--- config.mk ---
export PLATFORM = sky130hd
export DESIGN_NAME = tft_spi_top
export DESIGN_NICKNAME = d
export VERILOG_FILES = /design/src/verilog/tft_spi_pkg.sv /design/src/verilog/tft_spi_top.sv /design/src/verilog/tft_spi_tx.sv /design/src/verilog/tft_sck_gen.sv /design/src/verilog/tft_cmd_fifo.sv /design/src/verilog/tft_bus_regs.sv
export SDC_FILE = /design/constraint.sdc
export NUM_CORES = 1
export LEC_CHECK = 0
export BUFFER_PORTS_ARGS = -buffer_cell sky130_fd_sc_hd__buf_4
export CAP_MARGIN = 20
export CORE_ASPECT_RATIO = 0.8
export CORE_MARGIN = 10
export CORE_UTILIZATION = 55
export CTS_BUF_LIST = sky130_fd_sc_hd__clkbuf_2 sky130_fd_sc_hd__clkbuf_4 sky130_fd_sc_hd__clkbuf_8
export DETAILED_ROUTE_END_ITERATION = 8
export PLACE_DENSITY = 0.71
export SYNTH_ARGS = -nofsm -noshare
export SYNTH_HDL_FRONTEND = slang
export SYNTH_SLANG_ARGS = --single-unit
--- constraint.sdc ---
create_clock -name clk -period 6.3 [get_ports clk]
set_input_delay 0.315 -clock clk [delete_from_list [all_inputs] [get_ports clk]]
set_output_delay 0.315 -clock clk [all_outputs]
set_load 0.005 [all_outputs]
--- src/verilog/tft_spi_pkg.sv ---
`default_nettype none

package tft_spi_pkg;

  // Register map, word index from wb_adr_i[31:2]
  localparam logic [29:0] REG_STATUS = 30'd0;
  localparam logic [29:0] REG_CMD    = 30'd1;
  localparam logic [29:0] REG_DATA   = 30'd2;

  localparam int DATA_W   = 16;
  localparam int CMD_BITS = 8;           // Commands send the low byte only
  localparam int ENTRY_W  = DATA_W + 1;  // Tag bit on top, 1 for a command

  localparam int FIFO_DEPTH = 16;
  localparam int FIFO_AW    = 4;

  // Half-period of SCK in clk cycles
  localparam int SCK_DIV   = 4;
  localparam int SCK_CNT_W = $clog2(SCK_DIV);
  localparam logic [SCK_CNT_W-1:0] SCK_LAST = SCK_CNT_W'(SCK_DIV - 1);

  // Transmitter bit counter, also reused for the release hold time
  localparam int TX_CNT_W = $clog2(DATA_W + 1);
  localparam logic [TX_CNT_W-1:0] CMD_LEN  = TX_CNT_W'(CMD_BITS);
  localparam logic [TX_CNT_W-1:0] DATA_LEN = TX_CNT_W'(DATA_W);
  localparam logic [TX_CNT_W-1:0] HOLD_LEN = TX_CNT_W'(SCK_DIV - 2);

  // Transmitter FSM states
  localparam logic [2:0] TX_IDLE    = 3'd0;
  localparam logic [2:0] TX_REQ     = 3'd1;
  localparam logic [2:0] TX_SELECT  = 3'd2;
  localparam logic [2:0] TX_SHIFT   = 3'd3;
  localparam logic [2:0] TX_RELEASE = 3'd4;

endpackage

`default_nettype wire
--- src/verilog/tft_spi_top.sv ---
`timescale 1ns/10ps
`default_nettype none

module tft_spi_top (
  input  wire         clk,
  input  wire         rst_n_i,

  input  wire         wb_cyc_i,
  input  wire         wb_stb_i,
  input  wire         wb_we_i,
  input  wire  [31:0] wb_adr_i,
  input  wire  [31:0] wb_dat_i,
  output logic        wb_ack_o,
  output logic [31:0] wb_dat_o,

  output logic        spi_req_o,
  input  wire         spi_ack_i,
  output logic        spi_done_o,
  output logic        sck_o,
  output logic        dc_o,
  output logic        sdo_o,
  output logic        cs_n_o
);

  logic                            fifo_full;
  logic                            fifo_empty;
  logic                            push;
  logic [tft_spi_pkg::ENTRY_W-1:0] push_entry;
  logic [tft_spi_pkg::ENTRY_W-1:0] head_entry;
  logic                            pop;
  logic                            tx_idle;
  logic                            sck_en;
  logic                            sck_rise;
  logic                            sck_fall;

  tft_bus_regs regs_i (
    .clk          (clk),
    .rst_n_i      (rst_n_i),
    .wb_cyc_i     (wb_cyc_i),
    .wb_stb_i     (wb_stb_i),
    .wb_we_i      (wb_we_i),
    .wb_adr_i     (wb_adr_i),
    .wb_dat_i     (wb_dat_i),
    .fifo_full_i  (fifo_full),
    .tx_idle_i    (tx_idle),
    .wb_ack_o     (wb_ack_o),
    .wb_dat_o     (wb_dat_o),
    .push_o       (push),
    .push_entry_o (push_entry)
  );

  tft_cmd_fifo fifo_i (
    .clk          (clk),
    .rst_n_i      (rst_n_i),
    .push_i       (push),
    .push_entry_i (push_entry),
    .pop_i        (pop),
    .head_entry_o (head_entry),
    .empty_o      (fifo_empty),
    .full_o       (fifo_full)
  );

  tft_sck_gen sck_i (
    .clk        (clk),
    .rst_n_i    (rst_n_i),
    .sck_en_i   (sck_en),
    .sck_o      (sck_o),
    .sck_rise_o (sck_rise),
    .sck_fall_o (sck_fall)
  );

  tft_spi_tx tx_i (
    .clk          (clk),
    .rst_n_i      (rst_n_i),
    .fifo_empty_i (fifo_empty),
    .head_entry_i (head_entry),
    .spi_ack_i    (spi_ack_i),
    .sck_rise_i   (sck_rise),
    .sck_fall_i   (sck_fall),
    .pop_o        (pop),
    .sck_en_o     (sck_en),
    .spi_req_o    (spi_req_o),
    .spi_done_o   (spi_done_o),
    .cs_n_o       (cs_n_o),
    .dc_o         (dc_o),
    .sdo_o        (sdo_o),
    .tx_idle_o    (tx_idle)
  );

endmodule

`default_nettype wire

--- src/verilog/tft_spi_tx.sv ---
`timescale 1ns/10ps
`default_nettype none

module tft_spi_tx (
  input  wire                              clk,
  input  wire                              rst_n_i,
  input  wire                              fifo_empty_i,
  input  wire  [tft_spi_pkg::ENTRY_W-1:0]  head_entry_i,
  input  wire                              spi_ack_i,
  input  wire                              sck_rise_i,
  input  wire                              sck_fall_i,
  output logic                             pop_o,
  output logic                             sck_en_o,
  output logic                             spi_req_o,
  output logic                             spi_done_o,
  output logic                             cs_n_o,
  output logic                             dc_o,
  output logic                             sdo_o,
  output logic                             tx_idle_o
);

  logic [2:0]                         state;
  logic [tft_spi_pkg::DATA_W-1:0]     shreg;
  logic [tft_spi_pkg::DATA_W-1:0]     load_word;
  logic [tft_spi_pkg::TX_CNT_W-1:0]   bit_cnt;
  logic                               head_cmd;

  assign head_cmd = head_entry_i[tft_spi_pkg::ENTRY_W-1];

  // Left-align so the MSB of either frame size leaves first
  assign load_word = head_cmd ?
    {head_entry_i[tft_spi_pkg::CMD_BITS-1:0],
     {(tft_spi_pkg::DATA_W - tft_spi_pkg::CMD_BITS){1'b0}}} :
    head_entry_i[tft_spi_pkg::DATA_W-1:0];

  assign pop_o     = spi_done_o;
  assign tx_idle_o = (state == tft_spi_pkg::TX_IDLE);

  always_ff @(posedge clk)
  begin
    if (!rst_n_i)
    begin
      state      <= tft_spi_pkg::TX_IDLE;
      spi_req_o  <= 1'b0;
      spi_done_o <= 1'b0;
      cs_n_o     <= 1'b1;
      dc_o       <= 1'b1;
      sdo_o      <= 1'b0;
      sck_en_o   <= 1'b0;
      bit_cnt    <= '0;
    end
    else
    begin
      spi_done_o <= 1'b0;

      case (state)
        tft_spi_pkg::TX_IDLE:
        begin
          // Empty flag lags the pop by a cycle
          if (!fifo_empty_i && !pop_o)
          begin
            spi_req_o <= 1'b1;
            state     <= tft_spi_pkg::TX_REQ;
          end
        end

        tft_spi_pkg::TX_REQ:
        begin
          if (spi_ack_i)
          begin
            cs_n_o   <= 1'b0;
            dc_o     <= ~head_cmd;
            sdo_o    <= load_word[tft_spi_pkg::DATA_W-1];
            bit_cnt  <= head_cmd ? tft_spi_pkg::CMD_LEN : tft_spi_pkg::DATA_LEN;
            sck_en_o <= 1'b1;
            state    <= tft_spi_pkg::TX_SELECT;
          end
        end

        tft_spi_pkg::TX_SELECT:
        begin
          if (sck_rise_i)  // First bit sampled
          begin
            bit_cnt <= bit_cnt - 1'b1;
            state   <= tft_spi_pkg::TX_SHIFT;
          end
        end

        tft_spi_pkg::TX_SHIFT:
        begin
          if (sck_rise_i)
          begin
            bit_cnt <= bit_cnt - 1'b1;
          end
          if (sck_fall_i)
          begin
            if (bit_cnt == '0)
            begin
              sck_en_o <= 1'b0;
              sdo_o    <= 1'b0;
              bit_cnt  <= tft_spi_pkg::HOLD_LEN;  // Counts out the last low half
              state    <= tft_spi_pkg::TX_RELEASE;
            end
            else
            begin
              sdo_o <= shreg[tft_spi_pkg::DATA_W-1];
            end
          end
        end

        tft_spi_pkg::TX_RELEASE:
        begin
          if (bit_cnt == '0)
          begin
            cs_n_o     <= 1'b1;
            spi_req_o  <= 1'b0;
            spi_done_o <= 1'b1;
            state      <= tft_spi_pkg::TX_IDLE;
          end
          else
          begin
            bit_cnt <= bit_cnt - 1'b1;
          end
        end

        default:
        begin
          state <= tft_spi_pkg::TX_IDLE;
        end
      endcase
    end
  end

  // Bits still to go, MSB next
  always_ff @(posedge clk)
  begin
    if (state == tft_spi_pkg::TX_REQ && spi_ack_i)
    begin
      shreg <= {load_word[tft_spi_pkg::DATA_W-2:0], 1'b0};
    end
    else if (state == tft_spi_pkg::TX_SHIFT && sck_fall_i)
    begin
      shreg <= {shreg[tft_spi_pkg::DATA_W-2:0], 1'b0};
    end
  end

endmodule

`default_nettype wire

--- src/verilog/tft_sck_gen.sv ---
`timescale 1ns/10ps
`default_nettype none

module tft_sck_gen (
  input  wire  clk,
  input  wire  rst_n_i,
  input  wire  sck_en_i,
  output logic sck_o,
  output logic sck_rise_o,
  output logic sck_fall_o
);

  logic [tft_spi_pkg::SCK_CNT_W-1:0] cnt;

  always_ff @(posedge clk)
  begin
    if (!rst_n_i)
    begin
      cnt        <= '0;
      sck_o      <= 1'b0;
      sck_rise_o <= 1'b0;
      sck_fall_o <= 1'b0;
    end
    else
    begin
      sck_rise_o <= 1'b0;
      sck_fall_o <= 1'b0;

      if (!sck_en_i)
      begin
        cnt   <= '0;
        sck_o <= 1'b0;  // Parked low, next frame starts with a full low half
      end
      else if (cnt == tft_spi_pkg::SCK_LAST)
      begin
        cnt        <= '0;
        sck_o      <= ~sck_o;
        sck_rise_o <= ~sck_o;  // Strobe lines up with the new SCK level
        sck_fall_o <= sck_o;
      end
      else
      begin
        cnt <= cnt + 1'b1;
      end
    end
  end

endmodule

`default_nettype wire

--- src/verilog/tft_cmd_fifo.sv ---
`timescale 1ns/10ps
`default_nettype none

module tft_cmd_fifo (
  input  wire                              clk,
  input  wire                              rst_n_i,
  input  wire                              push_i,
  input  wire  [tft_spi_pkg::ENTRY_W-1:0]  push_entry_i,
  input  wire                              pop_i,
  output logic [tft_spi_pkg::ENTRY_W-1:0]  head_entry_o,
  output logic                             empty_o,
  output logic                             full_o
);

  logic [tft_spi_pkg::ENTRY_W-1:0] mem [tft_spi_pkg::FIFO_DEPTH];

  // Pointers carry one extra wrap bit
  logic [tft_spi_pkg::FIFO_AW:0] wr_ptr;
  logic [tft_spi_pkg::FIFO_AW:0] rd_ptr;
  logic [tft_spi_pkg::FIFO_AW:0] count;
  logic                          do_push;
  logic                          do_pop;

  assign count   = wr_ptr - rd_ptr;
  assign empty_o = (count == '0);
  assign full_o  = count[tft_spi_pkg::FIFO_AW];  // Only set at FIFO_DEPTH

  assign do_push = push_i && !full_o;
  assign do_pop  = pop_i && !empty_o;

  // First-word fall-through head
  assign head_entry_o = mem[rd_ptr[tft_spi_pkg::FIFO_AW-1:0]];

  always_ff @(posedge clk)
  begin
    if (!rst_n_i)
    begin
      wr_ptr <= '0;
      rd_ptr <= '0;
    end
    else
    begin
      if (do_push)
      begin
        wr_ptr <= wr_ptr + 1'b1;
      end
      if (do_pop)
      begin
        rd_ptr <= rd_ptr + 1'b1;
      end
    end
  end

  always_ff @(posedge clk)
  begin
    if (do_push)
    begin
      mem[wr_ptr[tft_spi_pkg::FIFO_AW-1:0]] <= push_entry_i;
    end
  end

endmodule

`default_nettype wire

--- src/verilog/tft_bus_regs.sv ---
`timescale 1ns/10ps
`default_nettype none

module tft_bus_regs (
  input  wire                                clk,
  input  wire                                rst_n_i,
  input  wire                                wb_cyc_i,
  input  wire                                wb_stb_i,
  input  wire                                wb_we_i,
  input  wire  [31:0]                        wb_adr_i,
  input  wire  [31:0]                        wb_dat_i,
  input  wire                                fifo_full_i,
  input  wire                                tx_idle_i,
  output logic                               wb_ack_o,
  output logic [31:0]                        wb_dat_o,
  output logic                               push_o,
  output logic [tft_spi_pkg::ENTRY_W-1:0]    push_entry_o
);

  logic [29:0] word_idx;
  logic        req_valid;
  logic        is_cmd;
  logic        is_data;
  logic        is_status;
  logic        pending_q;

  assign word_idx  = wb_adr_i[31:2];
  assign is_cmd    = (word_idx == tft_spi_pkg::REG_CMD);
  assign is_data   = (word_idx == tft_spi_pkg::REG_DATA);
  assign is_status = (word_idx == tft_spi_pkg::REG_STATUS);

  // No new request in the ack cycle, nor while a write waits for space
  assign req_valid = wb_cyc_i && wb_stb_i && !wb_ack_o && !pending_q;

  always_ff @(posedge clk)
  begin
    if (!rst_n_i)
    begin
      wb_ack_o  <= 1'b0;
      push_o    <= 1'b0;
      pending_q <= 1'b0;
    end
    else
    begin
      wb_ack_o <= 1'b0;
      push_o   <= 1'b0;

      if (pending_q)
      begin
        // Held write goes out once the FIFO has room
        if (!fifo_full_i)
        begin
          wb_ack_o  <= 1'b1;
          push_o    <= 1'b1;
          pending_q <= 1'b0;
        end
      end
      else if (req_valid)
      begin
        if (wb_we_i && (is_cmd || is_data))
        begin
          if (fifo_full_i)
          begin
            pending_q <= 1'b1;  // Stall the master, ack comes later
          end
          else
          begin
            wb_ack_o <= 1'b1;
            push_o   <= 1'b1;
          end
        end
        else
        begin
          wb_ack_o <= 1'b1;  // Reads, status writes and unmapped writes
        end
      end
    end
  end

  // Entry register doubles as the pending holding register
  always_ff @(posedge clk)
  begin
    if (req_valid && wb_we_i)
    begin
      push_entry_o <= {is_cmd, wb_dat_i[tft_spi_pkg::DATA_W-1:0]};
    end

    if (req_valid)
    begin
      if (!wb_we_i && is_status)
      begin
        wb_dat_o <= {30'd0, tx_idle_i, fifo_full_i};
      end
      else
      begin
        wb_dat_o <= 32'd0;
      end
    end
  end

endmodule

`default_nettype wire

==> metrics.txt <==
# TYPE chip_impl_metric gauge
chip_impl_metric{name="initial_utilization",unit=""} 0.5627
chip_impl_metric{name="ant_nets",unit=""} 0
chip_impl_info{name="timing.hold.worst.start",value="wb_adr_i[2]"} 1
chip_impl_metric{name="layout.area.seq",unit="µm²"} 9915
chip_impl_info{name="grt_setup_unrepaired",value="no"} 1
chip_impl_metric{name="fin_crit_sh",unit=""} 0.5629
chip_impl_metric{name="track_usage",unit=""} 0.1824
chip_impl_metric{name="timing_hold_violations_final",unit=""} 0
chip_impl_metric{name="slew_viol_final",unit=""} 0
chip_impl_info{name="timing.rr.end",value="fifo_i.mem[8][2]"} 1
chip_impl_metric{name="clock_insertion_delay_worst_skew",unit="ns"} 0.57
chip_impl_metric{name="worst_clock_skew",unit="ns"} 0.02569
chip_impl_metric{name="floorplan.core_area",unit="µm²"} 24570
chip_impl_metric{name="detailedPlacementHpwl",unit="mm"} 17.05
chip_impl_metric{name="ctsLongestPathBuffers",unit=""} 3
chip_impl_metric{name="finalWeightedCongestion",unit=""} 0.8074
chip_impl_metric{name="clk_pin_slew",unit="ns"} 0.07
chip_impl_metric{name="timing.hold.ws",unit="ns"} 0.04296
chip_impl_metric{name="floorplan.die.width",unit="µm"} 197.2
chip_impl_metric{name="required",unit="ns"} 6.54
chip_impl_metric{name="fin_tns_setup",unit="ns"} 0
chip_impl_metric{name="powerDensity",unit="nW/µm²"} 274.6
chip_impl_metric{name="synthDistinctLibCells",unit=""} 61
chip_impl_metric{name="final_core_util",unit=""} 0.6390
chip_impl_info{name="outcome",value="complete, no violations"} 1
chip_impl_metric{name="drtIter0Drc",unit=""} 566
chip_impl_metric{name="die-height",unit="µm"} 161.8
chip_impl_metric{name="syn-instance-count",unit=""} 782
chip_impl_metric{name="p_leak",unit="nW"} 5.204
chip_impl_metric{name="design.die.area",unit="µm²"} 31910
chip_impl_metric{name="io_pins",unit=""} 109
chip_impl_metric{name="number_of_vias_in_the_routed_layout",unit=""} 7436
chip_impl_metric{name="grt_first_pass_wirelength",unit="mm"} 44.39
chip_impl_metric{name="numPortBuffers",unit=""} 60
chip_impl_metric{name="synth_enable_flop_cells",unit=""} 306
chip_impl_info{name="path_class",value="register to register"} 1
chip_impl_info{name="hold_path_end",value="regs_i.push_entry_o[16]"} 1
chip_impl_metric{name="grt_start_max_net_pins",unit=""} 57
chip_impl_info{name="synth.area.top_cells",value="sky130_fd_sc_hd__edfxtp_1 66%, sky130_fd_sc_hd__mux4_2 9.1%, sky130_fd_sc_hd__dfxtp_1 5.2%"} 1
chip_impl_metric{name="slew-limit-headroom",unit=""} 0.3109
chip_impl_metric{name="final-setup-viol-count",unit=""} 0
chip_impl_metric{name="multiInputGateArea",unit="µm²"} 3543
chip_impl_metric{name="cts.sinks",unit=""} 342
chip_impl_metric{name="r2r.worst_path.cells",unit=""} 11
chip_impl_metric{name="detail_route.wirelength",unit="mm"} 29.42
chip_impl_info{name="worst_r2r_startpoint",value="fifo_i.wr_ptr[0]"} 1
chip_impl_info{name="synth_ff_type",value="sky130_fd_sc_hd__edfxtp_1"} 1
chip_impl_info{name="post-synth-top-area-cell",value="sky130_fd_sc_hd__edfxtp_1"} 1
chip_impl_metric{name="first_pass_iters",unit=""} 5
chip_impl_metric{name="maxCapViolCount",unit=""} 0
chip_impl_info{name="crit_path_end_kind",value="register"} 1
chip_impl_metric{name="drc_violations_left",unit=""} 0
chip_impl_metric{name="fin_nets",unit=""} 977
chip_impl_metric{name="avg_inst_size_synth",unit="µm²"} 17.68
chip_impl_metric{name="ys_async_sr_fraction",unit=""} 0
chip_impl_info{name="yosysMostFrequentCell",value="sky130_fd_sc_hd__edfxtp_1"} 1
chip_impl_metric{name="synth.top_cell.area_share",unit=""} 0.6647
chip_impl_metric{name="antenna_found_initial",unit=""} 0
chip_impl_info{name="startpoint",value="fifo_i.wr_ptr[0]"} 1
chip_impl_metric{name="fillCellCount",unit=""} 1686
chip_impl_metric{name="areaGrowthSynthToFinish",unit="%"} 13.56
chip_impl_metric{name="synthesis.area",unit="µm²"} 13820
chip_impl_metric{name="hold-path-cell-count",unit=""} 2
chip_impl_metric{name="maximum_frequency_from_static_timing_analysis",unit="MHz"} 282.0
chip_impl_info{name="tritoncts_clock_tree",value="built"} 1
chip_impl_metric{name="cp_max_fo",unit=""} 14
chip_impl_metric{name="avgViaCountPerCell",unit=""} 5.939
chip_impl_metric{name="number_of_h_tree_branching_levels",unit=""} 2
chip_impl_metric{name="antennaDiodeCount",unit=""} 0
chip_impl_metric{name="cts_setup_buffers",unit=""} 0
chip_impl_metric{name="arrival",unit="ns"} 3.78
chip_impl_info{name="ys_top_cells_by_count",value="306 x sky130_fd_sc_hd__edfxtp_1, 56 x sky130_fd_sc_hd__mux4_2, 39 x sky130_fd_sc_hd__nand2_1"} 1
chip_impl_metric{name="vias_in_the_first_global_route",unit=""} 7667
chip_impl_metric{name="synth.yosys.seq_area_share",unit=""} 0.7169
chip_impl_info{name="worstHoldPathType",value="input pin to register"} 1
chip_impl_metric{name="final_period_minus_worst_setup_slack",unit="ns"} 3.546
chip_impl_metric{name="ys_ff_latch",unit=""} 342
chip_impl_metric{name="timing.reg2reg.setup_slack",unit="ns"} 2.75
chip_impl_metric{name="fin_total_pwr",unit="mW"} 4.310
chip_impl_metric{name="drive_gt1_frac",unit=""} 0.2537
chip_impl_metric{name="synth.yosys.warnings",unit=""} 0
chip_impl_metric{name="cts-buffers-inserted",unit=""} 51
chip_impl_info{name="clockRootBuffer",value="sky130_fd_sc_hd__clkbuf_8"} 1
chip_impl_metric{name="standard_cell_row_count",unit=""} 51
chip_impl_metric{name="avgRoutedWirePerCell",unit="µm"} 23.50
chip_impl_info{name="worstSetupStartpointType",value="register"} 1
chip_impl_metric{name="timing_worst_slew_pin_value",unit="ns"} 1.027
chip_impl_metric{name="grt-ovfl-total",unit=""} 0
chip_impl_metric{name="power.ir.vdd_worst",unit="mV"} 0.1763
critical path, stage by stage (launching register included):
cell	delay, ns
sky130_fd_sc_hd__dfxtp_1	0.36
sky130_fd_sc_hd__inv_1	0.14
sky130_fd_sc_hd__ha_1	0.18
sky130_fd_sc_hd__inv_1	0.06
sky130_fd_sc_hd__fa_1	0.40
sky130_fd_sc_hd__a21o_1	0.19
sky130_fd_sc_hd__a21oi_2	0.23
sky130_fd_sc_hd__xor2_2	0.33
sky130_fd_sc_hd__and2_0	0.33
sky130_fd_sc_hd__nand2_1	0.18
sky130_fd_sc_hd__nor2_1	0.43
sky130_fd_sc_hd__buf_4	0.36
where the power goes:
part	internal (mW)	switching [mW]
Combinational	0.0316	0.0225
Sequential	2.46	0.0124
Clock	0.954	0.833
Total	3.44	0.868
sequential cells by signal, summed over array words and instances, names as in the netlist, 2 cells and up, named ones only:
register,flops
tx_i.state,3
sck_i.cnt,2
fifo_i.rd_ptr,5
regs_i.push_entry_o,17
fifo_i.mem,272
tx_i.shreg,15
fifo_i.wr_ptr,5
regs_i.wb_dat_o,2
tx_i.bit_cnt,5
metrics by stage:
stage,setup WS (ns),area (µm²),instances
global placement,2.850,14510,1142
floorplan,2.638,13930,811
finish,2.754,15700,1252
CTS,2.726,15670,1251
detailed placement,2.755,14510,1142
global route,2.474,15700,1252
layout by cell type, fill, tap and decap left out, types with 4 or more instances in the layout:
cell type                         n
sky130_fd_sc_hd__edfxtp_1       306
sky130_fd_sc_hd__dlygate4sd3_1   16
sky130_fd_sc_hd__mux4_1          10
sky130_fd_sc_hd__xnor2_1          5
sky130_fd_sc_hd__nor3_2           4
sky130_fd_sc_hd__clkbuf_4        10
sky130_fd_sc_hd__inv_1           13
sky130_fd_sc_hd__nor2_2           7
sky130_fd_sc_hd__a22o_1           8
sky130_fd_sc_hd__nor4_1          11
sky130_fd_sc_hd__dfxtp_1         34
sky130_fd_sc_hd__nor3_1          13
sky130_fd_sc_hd__a22oi_1         15
sky130_fd_sc_hd__mux4_2          56
sky130_fd_sc_hd__and2_1           5
sky130_fd_sc_hd__nor2_1          29
sky130_fd_sc_hd__a21oi_1         28
sky130_fd_sc_hd__nand2_1         39
sky130_fd_sc_hd__ha_1            12
sky130_fd_sc_hd__buf_4           80
sky130_fd_sc_hd__or3_1            4
sky130_fd_sc_hd__clkinv_2        10
sky130_fd_sc_hd__o21ai_0         17
sky130_fd_sc_hd__conb_1          30
sky130_fd_sc_hd__nand2b_1         8
sky130_fd_sc_hd__nand3_1          5
sky130_fd_sc_hd__mux2i_1         12
sky130_fd_sc_hd__o22ai_1         16
sky130_fd_sc_hd__clkinv_1        16
sky130_fd_sc_hd__nor2b_1          8
sky130_fd_sc_hd__clkbuf_8        52
cell type report:
class | count | share of cell area
clock buffers | 62 | 0.05037
clock inverters | 31 | 0.01379
inverters | 13 | 0.003109
multi-input cells | 389 | 0.2257
flip-flops and latches | 342 | 0.6316
well taps | 318 | 0.02535
repair buffers | 97 | 0.05006
worst max path at each step:
| stage | slack (ns) | depth (start not counted) | to |
|---|---|---|---|
| after detailed placement | 2.75 | 11 | fifo_i.mem[8][7] |
| after global placement | 2.85 | 11 | fifo_i.mem[8][7] |
| after floorplan | 2.64 | 11 | fifo_i.mem[0][0] |
| after CTS | 2.73 | 11 | fifo_i.mem[8][2] |
| after global routing | 2.47 | 11 | fifo_i.mem[8][1] |
| final | 2.75 | 11 | fifo_i.mem[8][2] |
per-layer routing:
metal / global-route usage / share of wire / vias to the layer above
li1: - / - / 3290
met1: 0.2400 / 0.41 / 3768
met2: 0.2965 / 0.49 / 320
met3: 0.03800 / 0.081 / 58
met4: 0.06455 / 0.024 / 0
met5: 0 / 0 / -
kinds of logic after synthesis:
group | Yosys count | synth area share
flops | 342 | 0.7169
simple gates | 150 | 0.05467
compound gates | 109 | 0.05331
buf+inv | 80 | 0.03738
mux | 78 | 0.1189
fa+ha+maj | 13 | 0.01231
xor+xnor | 9 | 0.006246
other cells | 1 | 0.0002713
what timing repair did:
item / 4_1_cts / 5_1_grt
resized for setup: 0 / 0
hold buffers: 16 / 0
endpoints found under the hold margin: 16 / 0
Note: power is estimated with default switching activity, not from simulation.
